--- src/hdl/peri_bus_pkg.sv ---
/*
 * Peripheral bus definitions
 * Request struct, size-coded strobes and the address field layout
 * shared by the decode, the GPIO block and the top level.
 */
package peri_bus_pkg;

    localparam int ADDR_W = 11;
    localparam int DATA_W = 32;

    // Size-coded strobe, active low style: 11 is idle
    typedef logic [1:0] size_n_t;

    localparam size_n_t SIZE_BYTE = 2'b00;
    localparam size_n_t SIZE_HALF = 2'b01;
    localparam size_n_t SIZE_WORD = 2'b10;
    localparam size_n_t SIZE_IDLE = 2'b11;

    // Address bit 10 picks the simple region
    localparam int REGION_BIT = 10;

    // Slot index position within each region
    localparam int USER_SLOT_LSB   = 6;
    localparam int SIMPLE_SLOT_LSB = 4;

    // Register offset width inside one slot
    localparam int USER_OFS_W   = 6;
    localparam int SIMPLE_OFS_W = 4;

    // One bus request from the core
    typedef struct packed {
        logic [ADDR_W-1:0] addr;
        logic [DATA_W-1:0] wdata;
        size_n_t           write_n;
        size_n_t           read_n;
    } bus_req_t;

endpackage

--- src/hdl/peri_map_pkg.sv ---
/*
 * Peripheral map definitions
 * Slot numbering, GPIO register offsets and the per-pin
 * output function select.
 */
package peri_map_pkg;

    localparam int NUM_SLOTS = 16;
    localparam int SLOT_W    = 4;

    // User slot that holds the GPIO block
    localparam logic [SLOT_W-1:0] SLOT_GPIO = 4'd1;

    // GPIO register offsets within its slot
    localparam logic [5:0] GPIO_OUT_OFS = 6'h00;
    localparam logic [5:0] GPIO_IN_OFS  = 6'h04;

    localparam int PIN_COUNT = 8;

    // Source of one output pin
    typedef struct packed {
        logic              simple;
        logic [SLOT_W-1:0] slot;
    } pin_sel_t;

    // Every pin starts on the GPIO output register
    localparam pin_sel_t PIN_SEL_RESET = '{simple: 1'b0, slot: SLOT_GPIO};

endpackage

--- src/hdl/peri_addr_decode.sv ---
/*
 * Peripheral address decode
 * Splits the bus address into user and simple regions, raises the
 * write strobe of the addressed slot and selects its read data.
 * Unmapped slots read zero.
 */
`timescale 1ns/10ps

module peri_addr_decode
    import peri_bus_pkg::*;
    import peri_map_pkg::*;
#(
    parameter int NUM_SIMPLE = 2
) (
    input  bus_req_t                   i_req,
    input  logic [DATA_W-1:0]          i_gpio_rdata,
    input  logic [NUM_SIMPLE-1:0][7:0] i_bank_rdata,
    output logic                       o_gpio_wr,
    output logic [NUM_SIMPLE-1:0]      o_bank_wr,
    output logic [DATA_W-1:0]          o_rdata
);

    logic                  is_simple;
    logic                  wr_req;
    logic [SLOT_W-1:0]     user_slot;
    logic [SLOT_W-1:0]     simple_slot;
    logic [NUM_SLOTS-1:0]  user_sel;
    logic [NUM_SLOTS-1:0]  simple_sel;

    assign is_simple   = i_req.addr[REGION_BIT];
    assign wr_req      = (i_req.write_n != SIZE_IDLE);
    assign user_slot   = i_req.addr[USER_SLOT_LSB +: SLOT_W];
    assign simple_slot = i_req.addr[SIMPLE_SLOT_LSB +: SLOT_W];

    // One-hot slot select per region
    always_comb begin
        user_sel   = '0;
        simple_sel = '0;
        if (is_simple) begin
            simple_sel[simple_slot] = 1'b1;
        end else begin
            user_sel[user_slot] = 1'b1;
        end
    end

    assign o_gpio_wr = wr_req & user_sel[SLOT_GPIO];

    for (genvar b = 0; b < NUM_SIMPLE; b++) begin : g_bank_wr
        assign o_bank_wr[b] = wr_req & simple_sel[b];
    end

    // Read data of the addressed slot, banks are zero-extended
    always_comb begin
        o_rdata = '0;
        if (user_sel[SLOT_GPIO]) begin
            o_rdata = i_gpio_rdata;
        end
        for (int b = 0; b < NUM_SIMPLE; b++) begin
            if (simple_sel[b]) begin
                o_rdata = {{(DATA_W-8){1'b0}}, i_bank_rdata[b]};
            end
        end
    end

endmodule

--- src/hdl/read_return.sv ---
/*
 * Registered read return
 * Captures the read data of the addressed slot and holds it until
 * the core signals read complete. Read-ready follows the request
 * by one cycle.
 */
`timescale 1ns/10ps

module read_return
    import peri_bus_pkg::*;
(
    input  logic              clk,
    input  logic              rst_n,
    input  logic              i_read_req,
    input  logic [DATA_W-1:0] i_rdata,
    input  logic              i_read_complete,
    output logic [DATA_W-1:0] o_data_out,
    output logic              o_read_ready
);

    logic [DATA_W-1:0] data_r;
    logic              data_hold;
    logic              capture;

    // Only a fresh read loads the register, a held value wins
    assign capture = i_read_req & ~data_hold;

    always_ff @(posedge clk) begin
        if (!rst_n) begin
            data_hold    <= 1'b0;
            o_read_ready <= 1'b0;
        end else begin
            if (i_read_complete) begin
                data_hold <= 1'b0;
            end
            if (capture) begin
                data_hold <= 1'b1;
            end
            o_read_ready <= i_read_req;
        end
    end

    // Payload register
    always_ff @(posedge clk) begin
        if (capture) begin
            data_r <= i_rdata;
        end
    end

    assign o_data_out = data_r;

endmodule

--- src/hdl/gpio_regs.sv ---
/*
 * GPIO peripheral
 * Output register, input readback and one output function select
 * per pin. The selects choose which slot drives each output pin.
 */
`timescale 1ns/10ps

module gpio_regs
    import peri_bus_pkg::*;
    import peri_map_pkg::*;
(
    input  logic                           clk,
    input  logic                           rst_n,
    input  logic                           i_wr,
    input  bus_req_t                       i_req,
    input  logic [7:0]                     i_ui_in,
    output logic [DATA_W-1:0]              o_rdata,
    output logic [7:0]                     o_gpio_out,
    output pin_sel_t [PIN_COUNT-1:0]       o_pin_sel
);

    localparam int SEL_W = $bits(pin_sel_t);

    logic [USER_OFS_W-1:0] ofs;
    logic                  sel_hit;
    logic [2:0]            sel_idx;

    assign ofs = i_req.addr[USER_OFS_W-1:0];

    // Function selects live at bit 5 set, word aligned, pin in bits 4:2
    assign sel_hit = ofs[5] & (ofs[1:0] == 2'b00);
    assign sel_idx = ofs[4:2];

    always_ff @(posedge clk) begin
        if (!rst_n) begin
            o_gpio_out <= '0;
        end else if (i_wr && ofs == GPIO_OUT_OFS) begin
            o_gpio_out <= i_req.wdata[7:0];
        end
    end

    always_ff @(posedge clk) begin
        if (!rst_n) begin
            for (int p = 0; p < PIN_COUNT; p++) begin
                o_pin_sel[p] <= PIN_SEL_RESET;
            end
        end else if (i_wr && sel_hit) begin
            o_pin_sel[sel_idx] <= pin_sel_t'(i_req.wdata[SEL_W-1:0]);
        end
    end

    // Readback by offset, anything else reads zero
    always_comb begin
        o_rdata = '0;
        if (ofs == GPIO_OUT_OFS) begin
            o_rdata = {{(DATA_W-8){1'b0}}, o_gpio_out};
        end else if (ofs == GPIO_IN_OFS) begin
            o_rdata = {{(DATA_W-8){1'b0}}, i_ui_in};
        end else if (sel_hit) begin
            o_rdata = {{(DATA_W-SEL_W){1'b0}}, o_pin_sel[sel_idx]};
        end
    end

endmodule

--- src/hdl/pin_func_mux.sv ---
/*
 * Output pin multiplexer
 * Each pin takes its bit from the user or simple slot named by its
 * function select. Empty slots give zero.
 */
`timescale 1ns/10ps

module pin_func_mux
    import peri_map_pkg::*;
#(
    parameter int NUM_SIMPLE = 2
) (
    input  pin_sel_t [PIN_COUNT-1:0]   i_pin_sel,
    input  logic [7:0]                 i_gpio_out,
    input  logic [NUM_SIMPLE-1:0][7:0] i_bank_out,
    output logic [PIN_COUNT-1:0]       o_uo_out
);

    logic [NUM_SLOTS-1:0][PIN_COUNT-1:0] user_src;
    logic [NUM_SLOTS-1:0][PIN_COUNT-1:0] simple_src;

    // Per-slot pin bytes, only mapped slots are non-zero
    always_comb begin
        user_src            = '0;
        simple_src          = '0;
        user_src[SLOT_GPIO] = i_gpio_out;
        for (int b = 0; b < NUM_SIMPLE; b++) begin
            simple_src[b] = i_bank_out[b];
        end
    end

    always_comb begin
        for (int p = 0; p < PIN_COUNT; p++) begin
            if (i_pin_sel[p].simple) begin
                o_uo_out[p] = simple_src[i_pin_sel[p].slot][p];
            end else begin
                o_uo_out[p] = user_src[i_pin_sel[p].slot][p];
            end
        end
    end

endmodule

--- src/hdl/byte_reg_bank.sv ---
/*
 * Byte-interface register bank
 * Four byte registers at offsets 0 to 3 of a simple slot.
 * Register 0 drives the bank's pin outputs.
 */
`timescale 1ns/10ps

module byte_reg_bank (
    input  logic       clk,
    input  logic       rst_n,
    input  logic       i_wr,
    input  logic [3:0] i_addr,
    input  logic [7:0] i_wdata,
    output logic [7:0] o_rdata,
    output logic [7:0] o_uo_out
);

    logic [3:0][7:0] regs;
    logic            in_range;

    // Offsets 4 to 15 are unmapped
    assign in_range = (i_addr[3:2] == 2'b00);

    always_ff @(posedge clk) begin
        if (!rst_n) begin
            regs <= '0;
        end else if (i_wr && in_range) begin
            regs[i_addr[1:0]] <= i_wdata;
        end
    end

    assign o_rdata  = in_range ? regs[i_addr[1:0]] : 8'h00;
    assign o_uo_out = regs[0];

endmodule

--- src/hdl/peri_bus_top.sv ---
/*
 * Peripheral bus top level
 * Decodes core requests to the GPIO and the byte register banks,
 * returns read data through a holding register and routes the
 * selected slot outputs to the output pins.
 */
`timescale 1ns/10ps

module peri_bus_top
    import peri_bus_pkg::*;
    import peri_map_pkg::*;
#(
    parameter int NUM_SIMPLE = 2
) (
    input  logic              clk,
    input  logic              rst_n,
    input  logic [7:0]        i_ui_in,
    input  logic [ADDR_W-1:0] i_addr,
    input  logic [DATA_W-1:0] i_data,
    input  size_n_t           i_write_n,
    input  size_n_t           i_read_n,
    input  logic              i_read_complete,
    output logic [DATA_W-1:0] o_data_out,
    output logic              o_data_ready,
    output logic [7:0]        o_uo_out
);

    bus_req_t                   req;
    logic                       read_req;
    logic                       read_ready;
    logic                       gpio_wr;
    logic [NUM_SIMPLE-1:0]      bank_wr;
    logic [DATA_W-1:0]          peri_rdata;
    logic [DATA_W-1:0]          gpio_rdata;
    logic [7:0]                 gpio_out;
    pin_sel_t [PIN_COUNT-1:0]   pin_sel;
    logic [NUM_SIMPLE-1:0][7:0] bank_rdata;
    logic [NUM_SIMPLE-1:0][7:0] bank_out;

    assign req = '{addr: i_addr, wdata: i_data, write_n: i_write_n, read_n: i_read_n};

    assign read_req = (req.read_n != SIZE_IDLE);

    // Writes complete in the same cycle, reads one cycle later
    assign o_data_ready = read_ready | (req.write_n != SIZE_IDLE);

    peri_addr_decode #(
        .NUM_SIMPLE (NUM_SIMPLE)
    ) u_decode (
        .i_req        (req),
        .i_gpio_rdata (gpio_rdata),
        .i_bank_rdata (bank_rdata),
        .o_gpio_wr    (gpio_wr),
        .o_bank_wr    (bank_wr),
        .o_rdata      (peri_rdata)
    );

    read_return u_read_return (
        .clk             (clk),
        .rst_n           (rst_n),
        .i_read_req      (read_req),
        .i_rdata         (peri_rdata),
        .i_read_complete (i_read_complete),
        .o_data_out      (o_data_out),
        .o_read_ready    (read_ready)
    );

    gpio_regs u_gpio (
        .clk        (clk),
        .rst_n      (rst_n),
        .i_wr       (gpio_wr),
        .i_req      (req),
        .i_ui_in    (i_ui_in),
        .o_rdata    (gpio_rdata),
        .o_gpio_out (gpio_out),
        .o_pin_sel  (pin_sel)
    );

    for (genvar b = 0; b < NUM_SIMPLE; b++) begin : g_bank
        byte_reg_bank u_bank (
            .clk      (clk),
            .rst_n    (rst_n),
            .i_wr     (bank_wr[b]),
            .i_addr   (req.addr[SIMPLE_OFS_W-1:0]),
            .i_wdata  (req.wdata[7:0]),
            .o_rdata  (bank_rdata[b]),
            .o_uo_out (bank_out[b])
        );
    end

    pin_func_mux #(
        .NUM_SIMPLE (NUM_SIMPLE)
    ) u_pin_mux (
        .i_pin_sel  (pin_sel),
        .i_gpio_out (gpio_out),
        .i_bank_out (bank_out),
        .o_uo_out   (o_uo_out)
    );

endmodule

--- config.mk ---
export PLATFORM = sky130hd
export DESIGN_NAME = peri_bus_top
export DESIGN_NICKNAME = d
export VERILOG_FILES = /design/src/hdl/peri_bus_pkg.sv /design/src/hdl/peri_map_pkg.sv /design/src/hdl/peri_addr_decode.sv /design/src/hdl/read_return.sv /design/src/hdl/gpio_regs.sv /design/src/hdl/pin_func_mux.sv /design/src/hdl/byte_reg_bank.sv /design/src/hdl/peri_bus_top.sv
export SDC_FILE = /design/constraint.sdc
export NUM_CORES = 1
export LEC_CHECK = 0
export BUFFER_PORTS_ARGS = -buffer_cell sky130_fd_sc_hd__buf_2
export CAP_MARGIN = 5
export CORE_MARGIN = 1.5
export CORE_UTILIZATION = 45
export CTS_BUF_LIST = sky130_fd_sc_hd__clkbuf_16
export DETAILED_ROUTE_END_ITERATION = 7
export PLACE_DENSITY = 0.66
export RECOVER_POWER = 100
export SYNTH_ARGS = -nofsm -noshare
export SYNTH_HDL_FRONTEND = slang
export SYNTH_SLANG_ARGS = --single-unit
export TNS_END_PERCENT = 10
--- constraint.sdc ---
create_clock -name clk -period 3.05 [get_ports clk]
set_input_delay 0.4575 -clock clk [delete_from_list [all_inputs] [get_ports clk]]
set_output_delay 0.4575 -clock clk [all_outputs]
set_load 0.01 [all_outputs]
==> flow_summary.ini, run 1 <==
[pwr]
p_sw_w = 0.000833
ir_worst_vdd_mv = 0.393
clockPowerShare_pct = 50.3
fin_total_pwr_w = 0.00369
powerDensity_nw_per_um2 = 543
seqPwrFrac_pct = 44.1
p_int_w = 0.00285
leakagePower_nw = 2.86
swShare_pct = 22.6
p_comb_share_pct = 5.6

[clocking]
cts_made_buffers = 17
post_cts_buffers = 0
cts_tree = built
clkTransAtPathRegs_ps = 50
clock_path_buffers = 2
clk_latency_ps = 420
hold_buffers = 0
clock-sinks = 122
cts-resized-gates = 0
h-tree-depth = 4
root_buffer = clkbuf_16

[logic_synthesis]
yosys_warnings = 0
ys_seq_elements = 122
synthCells = 629
synth-edff-count = 8
netlist_area_sq_um = 5980
synth_cell_types = 41
async_reset_ff_share_pct = 0
syn_area_per_cell_sq_um = 9.51
yosysTopAreaCell = dfxtp_1
yosysSeqAreaShare_pct = 42.2
synth.area.top_cells = dfxtp_1 38%, mux2i_1 14%, mux4_2 6.0%
synth_top_area_share_pct = 38.2
synth_ff_type = dfxtp_1

[timing]
tns_ps = 0
period_share_pct = 84.6
setup_violations = 0
min_period_ps = 2580
finalHoldViolCount = 0
rsz0062_at_grt = no
clock_skew_ps = 5.51
drv_slew = 0
final.setup.worst_slack_ps = 470
worstMarginPinSlew_ps = 1160
max_freq_ghz = 0.388
relSlewSlack_pct = 22.9

[worst_setup_path]
worstPathMaxFanout = 8
r2r_slack_ps = 1240
worstPathArrival_ps = 2880
critical_path_required_ps = 3350
critPathCaptureType = register
ff2ff_path_depth = 5
startpoint_type = input port
critPathKind = in2reg

[placement]
dp_hpwl_microns = 10900
dp_cells = 826
port_buffers = 50
place.gp.congestion = 0.955
dp_slack_ps = 397

[layout]
antenna_cells = 0
layout_commonest_cell = dfxtp_1
layout_common_cells = 114 x dfxtp_1, 88 x nand2_1, 86 x mux2i_1
final_net_count = 731
instances_no_fill = 858
final_layout_size_suffix_gt1_share_pct = 13.8
syn_to_final_growth_pct = 13.6

[floorplan]
io_pins = 99
die_w_microns = 118
die_h_microns = 118
design.die.area_sq_um = 14000
fp.coreArea_sq_um = 12800
num_rows = 41
start_util_pct = 46.8

[route]
vias = 4752
wl_per_cell_microns = 18.2
drtAntennaViolNets = 0
first_iter_violations = 552
viasPerCell = 5.54
wirelength_microns = 15600
remaining_drc_errors = 0
dr.pass1.iters = 5

[global_route]
grt_usage_pct = 22.7
grt_pass1_wl_microns = 24600
grt_pass1_vias = 4543
grt_max_degree = 64
grt-ovfl-total = 0
antenna_found_initial = 0

[hold_path]
hold_path_depth = 2
min_path_type = in2reg

[outcome]
status = finished clean

[run]
maxCapViolCount = 0
## synthesized netlist by cell type, types with 2 or more instances
cell type	count
nand2b_1	5
a22oi_1	3
nor2b_1	50
and2_1	3
mux2i_1	86
clkbuf_1	37
nor3_1	2
edfxtp_1	8
a211oi_1	14
nor2_1	14
nand2_1	88
nand4_1	2
dfxtp_1	114
mux2_2	13
o22ai_1	4
a22o_1	4
mux4_2	16
buf_1	5
nand3_1	43
nor3b_1	2
buf_4	24
nor4_1	12
nand3b_1	3
o21ai_0	49
nand4b_1	3
or2_2	2
a21oi_1	9
## power groups by stage
stage / logic (W) / clock network, W / registers (W)
2_1_floorplan: 0.000153 / 0 / 0.00166
3_3_place_gp: 0.000208 / 0 / 0.00166
3_5_place_dp: 0.000211 / 0 / 0.00166
4_1_cts: 0.000212 / 0.00187 / 0.00163
5_1_grt: 0.000221 / 0.00195 / 0.00163
6_report: 0.000207 / 0.00185 / 0.00163
## worst max-delay path, cell delays in order
cell	delay, ps
clkbuf_1	160
or3b_1	540
nor4_2	820
nand4b_1	500
mux2i_1	300
nor2b_1	80
## state kept, by name, summed over array words and instances, names as in the netlist
| register | flops |
|---|---|
| g_bank.u_bank.o_uo_out | 16 |
| g_bank.u_bank.regs | 48 |
| u_gpio.o_gpio_out | 8 |
| u_gpio.o_pin_sel | 40 |
| u_read_return.data_hold | 1 |
| u_read_return.o_data_out | 8 |
| u_read_return.o_read_ready | 1 |
## kinds of logic (layout without fill, tap and decap cells)
logic type,count (synthesis),in the layout,synth area share (%)
flops,122,122,42.2
other cells,1,24,0.0627
compound gates,87,87,8.54
buf+inv,67,101,5.73
simple gates,237,237,20.6
mux,115,115,22.9
## metrics by stage
stage               hold WS (ps)  instance area [sq um]  util (%)
floorplan                    433                   6070         -
global placement             442                   6350      49.7
detailed placement           447                   6350      49.7
CTS                          239                   6890      53.9
global route                 252                   6790      53.2
finish                       255                   6790      53.2
## final timing paths
kind | startpoint | end
max | i_addr[0] | u_gpio.o_pin_sel[16]$_SDFFE_PN0P_
min | i_read_n[0] | u_read_return.o_read_ready$_SDFF_PN0_
max reg2reg | u_gpio.o_pin_sel[35]$_SDFFE_PN1P_ | u_read_return.o_data_out[0]$_DFFE_PP_
min reg2reg | g_bank[1].u_bank.regs[20]$_SDFFE_PN0P_ | g_bank[1].u_bank.regs[20]$_SDFFE_PN0P_
## routing by layer
metal / wire, microns / GRT usage (%) / part of all wire [%] / vias to the layer above
li1: - / - / - / 2288
met1: 6950 / 29.5 / 44 / 2268
met2: 7440 / 36.5 / 48 / 175
met3: 875 / 5.02 / 5.6 / 21
met4: 370 / 9.68 / 2.4 / 0
met5: 0 / 0 / 0 / -
## cell type report
cell class / instances / area (sq um)
fill: 1120 / 5980
clock buffer: 17 / 425
tap: 172 / 215
timing repair buffer: 69 / 329
sequential: 122 / 2520
clock inverter: 15 / 118
multi-input combinational: 463 / 3180
(Power assumes the default switching activity.)
==> run 2, diff against run 1 <==
==> constraint.sdc (replaced) <==
create_clock -name clk -period 2.4 [get_ports clk]
set_input_delay 0.36 -clock clk [delete_from_list [all_inputs] [get_ports clk]]
set_output_delay 0.36 -clock clk [all_outputs]
set_load 0.01 [all_outputs]
==> flow_summary.ini, run 2 (synthesis gave the netlist of run 1 again) <==
[worst_setup_path]
crit_chain = mux2_2 -> a21oi_1 -> nor4_1 -> clkbuf_1
worst-path-buf-inv = 1
critPathKind = reg2out
cp_top_family = flip-flops
rr_startpoint = u_gpio.o_pin_sel[35]$_SDFFE_PN1P_
critical_path_required_ps = 2040
worstPathArrival_ps = 1780
critPathCaptureType = output pin
crit_start = u_gpio.o_pin_sel[25]$_SDFFE_PN1P_
slowest_delay_ps = 410
startpoint_type = register
critPathSlowestCell = dfxtp_1
worstPathMaxFanout = 4

[timing]
relSlewSlack_pct = 42.0
clock_skew_ps = 9.04
setup_violations = 0
min_period_ps = 2140
max_freq_ghz = 0.466
period_share_pct = 89.4
worstMarginPinSlew_ps = 869
finalHoldViolCount = 0
drv_slew = 0
rsz0062_at_grt = no
tns_ps = 0

[pwr]
powerDensity_nw_per_um2 = 719
ir_worst_vdd_mv = 0.669
leakagePower_nw = 2.95

[placement]
place.gp.congestion = 0.990
dpl_cell_area_sq_um = 6460
port_buffers = 50
dp_hpwl_microns = 11000

[clocking]
hold_buffers = 0
root_buffer = clkbuf_16
h-tree-depth = 4
clk_latency_ps = 420
cts_made_buffers = 17
cts_tree = built
clock_path_buffers = 2
clkTransAtPathRegs_ps = 60
post_cts_buffers = 0
cts-resized-gates = 0
clock-sinks = 122

[global_route]
use_met1_pct = 28.5
busiest_layer = met2
use_met3_pct = 5.74
grt_pass1_vias = 4654
grt_pass1_wl_microns = 24400
grt_max_degree = 54
grt-ovfl-total = 0
antenna_found_initial = 0
grt_usage_pct = 22.5
gr-usage-met2_pct = 36.0

[route]
dr.pass1.iters = 6
wl_per_cell_microns = 17.6
first_iter_violations = 296
vias = 4806
remaining_drc_errors = 0
drtAntennaViolNets = 0
wirelength_microns = 15400
viasPerCell = 5.51

[layout]
seqCellArea_sq_um = 2520
layout_commonest_cell = dfxtp_1
multi_input_area_sq_um = 3180
stdcell_area_sq_um = 6960
final_layout_size_suffix_gt1_share_pct = 14.6
syn_to_final_growth_pct = 16.4
largest_reg_flops = 48
antenna_cells = 0
final_net_count = 746
layout_common_cells = 114 x dfxtp_1, 88 x nand2_1, 86 x mux2i_1
fillCellCount = 1170
registers.top_by_ff_count = g_bank.u_bank.regs

[outcome]
status = finished clean

[floorplan]
fp.coreArea_sq_um = 12800
num_rows = 41
start_util_pct = 46.8
die_w_microns = 118
design.die.area_sq_um = 14000
die_h_microns = 118
io_pins = 99

[hold_path]
worstHoldStart = i_read_n[1]
min_path_type = in2reg

[run]
maxCapViolCount = 0
==> run 2: changes by cell type in the layout (fill, tap and decap cells not counted), moves of 2 or more <==
cell       delta
clkbuf_1      +8
buf_4         +6
bufinv_16     +3
clkinv_1      -2
==> run 2: layout make-up <==
class / count / share of cell area, %
Multi-Input combinational cell: 463 / 45.7
Sequential cell: 122 / 36.2
Clock buffer: 17 / 6.11
Timing Repair Buffer: 84 / 6.09
Tap cell: 172 / 3.09
Clock inverter: 15 / 2.73
==> run 2: through the flow <==
step,cells,total power [W],setup WS (ps),util (%),hold WS (ps)
after CTS,873,0.00503,242,55.4,147
after global placement,841,0.00238,39.7,50.6,441
after detailed placement,841,0.00238,42.7,50.6,450
after floorplan,652,0.00231,160,-,433
after global routing,873,0.00515,127,54.5,165
final,873,0.00501,255,54.5,163
==> run 2: worst register-to-register path: cells and delay by family, from the launching register on <==
kind	cells	cell delay (ps)
AO/OA/AOI/OAI	3	490
AND/OR/NAND/NOR	1	430
flip-flops	1	390
buffers and inverters	1	190
multiplexers	1	170
==> run 2: metal layers <==
metal / wire length (microns) / up-vias / part of all wire, %
met5: 0 / - / 0
met4: 511 / 0 / 3.3
met3: 1020 / 28 / 6.6
met2: 7170 / 163 / 47
met1: 6690 / 2299 / 43
li1: - / 2316 / -
==> run 2: path summary, 6_finish.rpt <==
path	endpoint	slack, ps	cells after the start
worst max-delay path	o_uo_out[5]	260	4
worst min-delay path	u_read_return.o_read_ready$_SDFF_PN0_	160	2
worst min register to register	g_bank[1].u_bank.regs[14]$_SDFFE_PN0P_	460	2
worst max register to register	u_read_return.o_data_out[0]$_DFFE_PP_	590	6
==> run 2: where the power goes <==
part | internal [W] | switching (W)
registers | 0.00206 | 0.00000355
clock network | 0.00180 | 0.000868
logic | 0.0000884 | 0.000180
total | 0.00395 | 0.00105
==> run 3, diff against run 2 <==
--- a/config.mk
+++ b/config.mk
@@ -5,15 +5,16 @@
 export SDC_FILE = /design/constraint.sdc
 export NUM_CORES = 1
 export LEC_CHECK = 0
+export ABC_CLOCK_PERIOD_IN_PS = 2400
 export BUFFER_PORTS_ARGS = -buffer_cell sky130_fd_sc_hd__buf_2
 export CAP_MARGIN = 5
 export CORE_MARGIN = 1.5
 export CORE_UTILIZATION = 45
 export CTS_BUF_LIST = sky130_fd_sc_hd__clkbuf_16
 export DETAILED_ROUTE_END_ITERATION = 7
-export PLACE_DENSITY = 0.66
 export RECOVER_POWER = 100
 export SYNTH_ARGS = -nofsm -noshare
 export SYNTH_HDL_FRONTEND = slang
+export SYNTH_HIERARCHICAL = 1
 export SYNTH_SLANG_ARGS = --single-unit
 export TNS_END_PERCENT = 10
==> flow_summary.ini, run 3 <==
[route]
first_iter_violations = 534
remaining_drc_errors = 0
vias = 6159
wl_per_cell_microns = 20.0
drtAntennaViolNets = 0
dr.pass1.iters = 6
wirelength_microns = 21100
viasPerCell = 5.85

[worst_setup_path]
slowest_delay_ps = 580
critPathKind = in2reg
ff2ff_path_depth = 1
crit_chain = clkbuf_1 -> nand2b_1 -> nor4_1 -> a21boi_0 -> buf_4 -> nand2b_1 -> buf_2 -> o31ai_1 -> a21oi_1
startpoint_type = input port
cp_top_family = compound AO/OA/AOI/OAI gates
r2r_end = u_read_return/o_data_out[9]$_DFFE_PP_
worstPathArrival_ps = 2490
critPathSlowestCell = nor4_1
critical_path_required_ps = 2700
critPathCaptureType = register
r2r_slack_ps = 650
rr_startpoint = u_read_return/data_hold$_SDFFE_PN0P_
path_common_cell = nand2b_1
worst-path-buf-inv = 3
worstPathMaxFanout = 28

[global_route]
grt_usage_pct = 23.7
grt_max_degree = 70
grt_pass1_wl_microns = 32600
grt_pass1_vias = 5942
grt-ovfl-total = 0
antenna_found_initial = 0

[logic_synthesis]
yosysSeqAreaShare_pct = 41.7
netlist_top_cells_count = 114 x dfxtp_1, 85 x nand2_1, 79 x mux2i_1
ys_seq_elements = 146
yosys_warnings = 6
synthCells = 763
synth-edff-count = 32
async_reset_ff_share_pct = 0
syn_area_per_cell_sq_um = 10.2
synth_cell_types = 53
yosysMostFrequentCell = dfxtp_1
synth_ff_type = dfxtp_1
synth.area.top_cells = dfxtp_1 29%, edfxtp_1 12%, mux2i_1 10%
yosysTopAreaCell = dfxtp_1
netlist_area_sq_um = 7770
synth_top_area_share_pct = 29.4

[hold_path]
hold_end = u_read_return/data_hold$_SDFFE_PN0P_
min_path_type = in2reg
worstHoldStart = i_read_complete
hold_path_depth = 3

[run]
maxCapViolCount = 0

[layout]
layout_commonest_cell = dfxtp_1
registers.top_by_ff_count = g_bank.u_bank/regs
final_net_count = 877
antenna_cells = 0
seqCellArea_sq_um = 3240
multi_input_area_sq_um = 3750
stdcell_area_sq_um = 8510
largest_reg_flops = 48
fillCellCount = 1569
syn_to_final_growth_pct = 9.48
final_layout_size_suffix_gt1_share_pct = 16.2
utilization_pct = 50.9
layout_common_cells = 114 x dfxtp_1, 87 x nand2_1, 79 x mux2i_1

[timing]
clock_skew_ps = 6.05
min_period_ps = 2190
drv_slew = 0
relSlewSlack_pct = 9.93
holdWs_ps = 200
rsz0062_at_grt = no
finalHoldViolCount = 0
max_freq_ghz = 0.456
setup_violations = 0
worstMarginPinSlew_ps = 1350
period_share_pct = 91.4
tns_ps = 0

[clocking]
h-tree-depth = 4
cts-resized-gates = 0
clkTransAtPathRegs_ps = 60
clock-sinks = 146
cts_tree = built
cts_made_buffers = 17
hold_buffers = 0
clk_latency_ps = 420
clock_path_buffers = 2
post_cts_buffers = 0
root_buffer = clkbuf_16

[outcome]
status = finished clean

[floorplan]
die_h_microns = 134
fp.coreArea_sq_um = 16700
start_util_pct = 46.5
design.die.area_sq_um = 18100
io_pins = 99
die_w_microns = 134
num_rows = 47

[pwr]
fin_total_pwr_w = 0.00539
ir_worst_vdd_mv = 0.487
leakagePower_nw = 3.22
powerDensity_nw_per_um2 = 633

[placement]
dp_hpwl_microns = 15000
port_buffers = 74
place.gp.congestion = 0.894
dpl_cell_area_sq_um = 8170
==> run 3: worst max path at each step <==
stage / slack [ps] / to / cells after the start / startpoint
5_1_grt: 100 / u_gpio/o_pin_sel[34]$_SDFFE_PN0P_ / 9 / i_addr[6]
6_report: 210 / u_gpio/o_pin_sel[32]$_SDFFE_PN0P_ / 9 / i_addr[6]
4_1_cts: 240 / o_uo_out[0] / 4 / g_bank[0].u_bank/o_uo_out[0]$_SDFFE_PN0P_
2_1_floorplan: 40 / g_bank[1].u_bank/regs[16]$_SDFFE_PN0P_ / 9 / i_addr[10]
3_3_place_gp: 30 / u_read_return/o_data_out[0]$_DFFE_PP_ / 7 / i_addr[1]
3_5_place_dp: 20 / u_read_return/o_data_out[1]$_DFFE_PP_ / 7 / i_addr[1]
==> run 3: report_power, final <==
group,switching [W],internal (W)
Combinational,0.000287,0.000117
Sequential,0.0000127,0.00256
Clock,0.00105,0.00137
==> run 3: kinds of logic (layout without fill, tap and decap cells) <==
kind of cell / count (synthesis) / after routing / synth area share, %
other: 1 / 24 / 0.0483
buffers and inverters: 120 / 166 / 10.0
muxes: 111 / 111 / 18.2
and+or+nand+nor: 252 / 252 / 18.5
DFF: 146 / 146 / 41.7
AOI/OAI and AO/OA: 133 / 133 / 11.5
==> run 3: final cells by class <==
type                    count  share of cell area (%)
inverters                  13                   0.574
flip-flops and latches    146                    38.1
well taps                 220                    3.24
multi-input cells         520                    44.1
clock buffers              18                    5.29
clock inverters            14                    1.06
repair buffers            121                    7.63
==> run 3: per-layer routing <==
| layer | global-route usage [%] | up-vias | wire length [microns] |
|---|---|---|---|
| li1 | - | 2862 | - |
| met2 | 38.0 | 292 | 9810 |
| met3 | 5.40 | 39 | 1880 |
| met5 | 0 | - | 0 |
| met4 | 9.44 | 0 | 550 |
| met1 | 31.1 | 2966 | 8850 |
==> run 3: stage by stage <==
step | cells | setup slack, ps
floorplan | 786 | 36.4
detailed placement | 1020 | 18.4
global route | 1052 | 100
finish | 1052 | 207
CTS | 1052 | 238
global placement | 1020 | 32.4
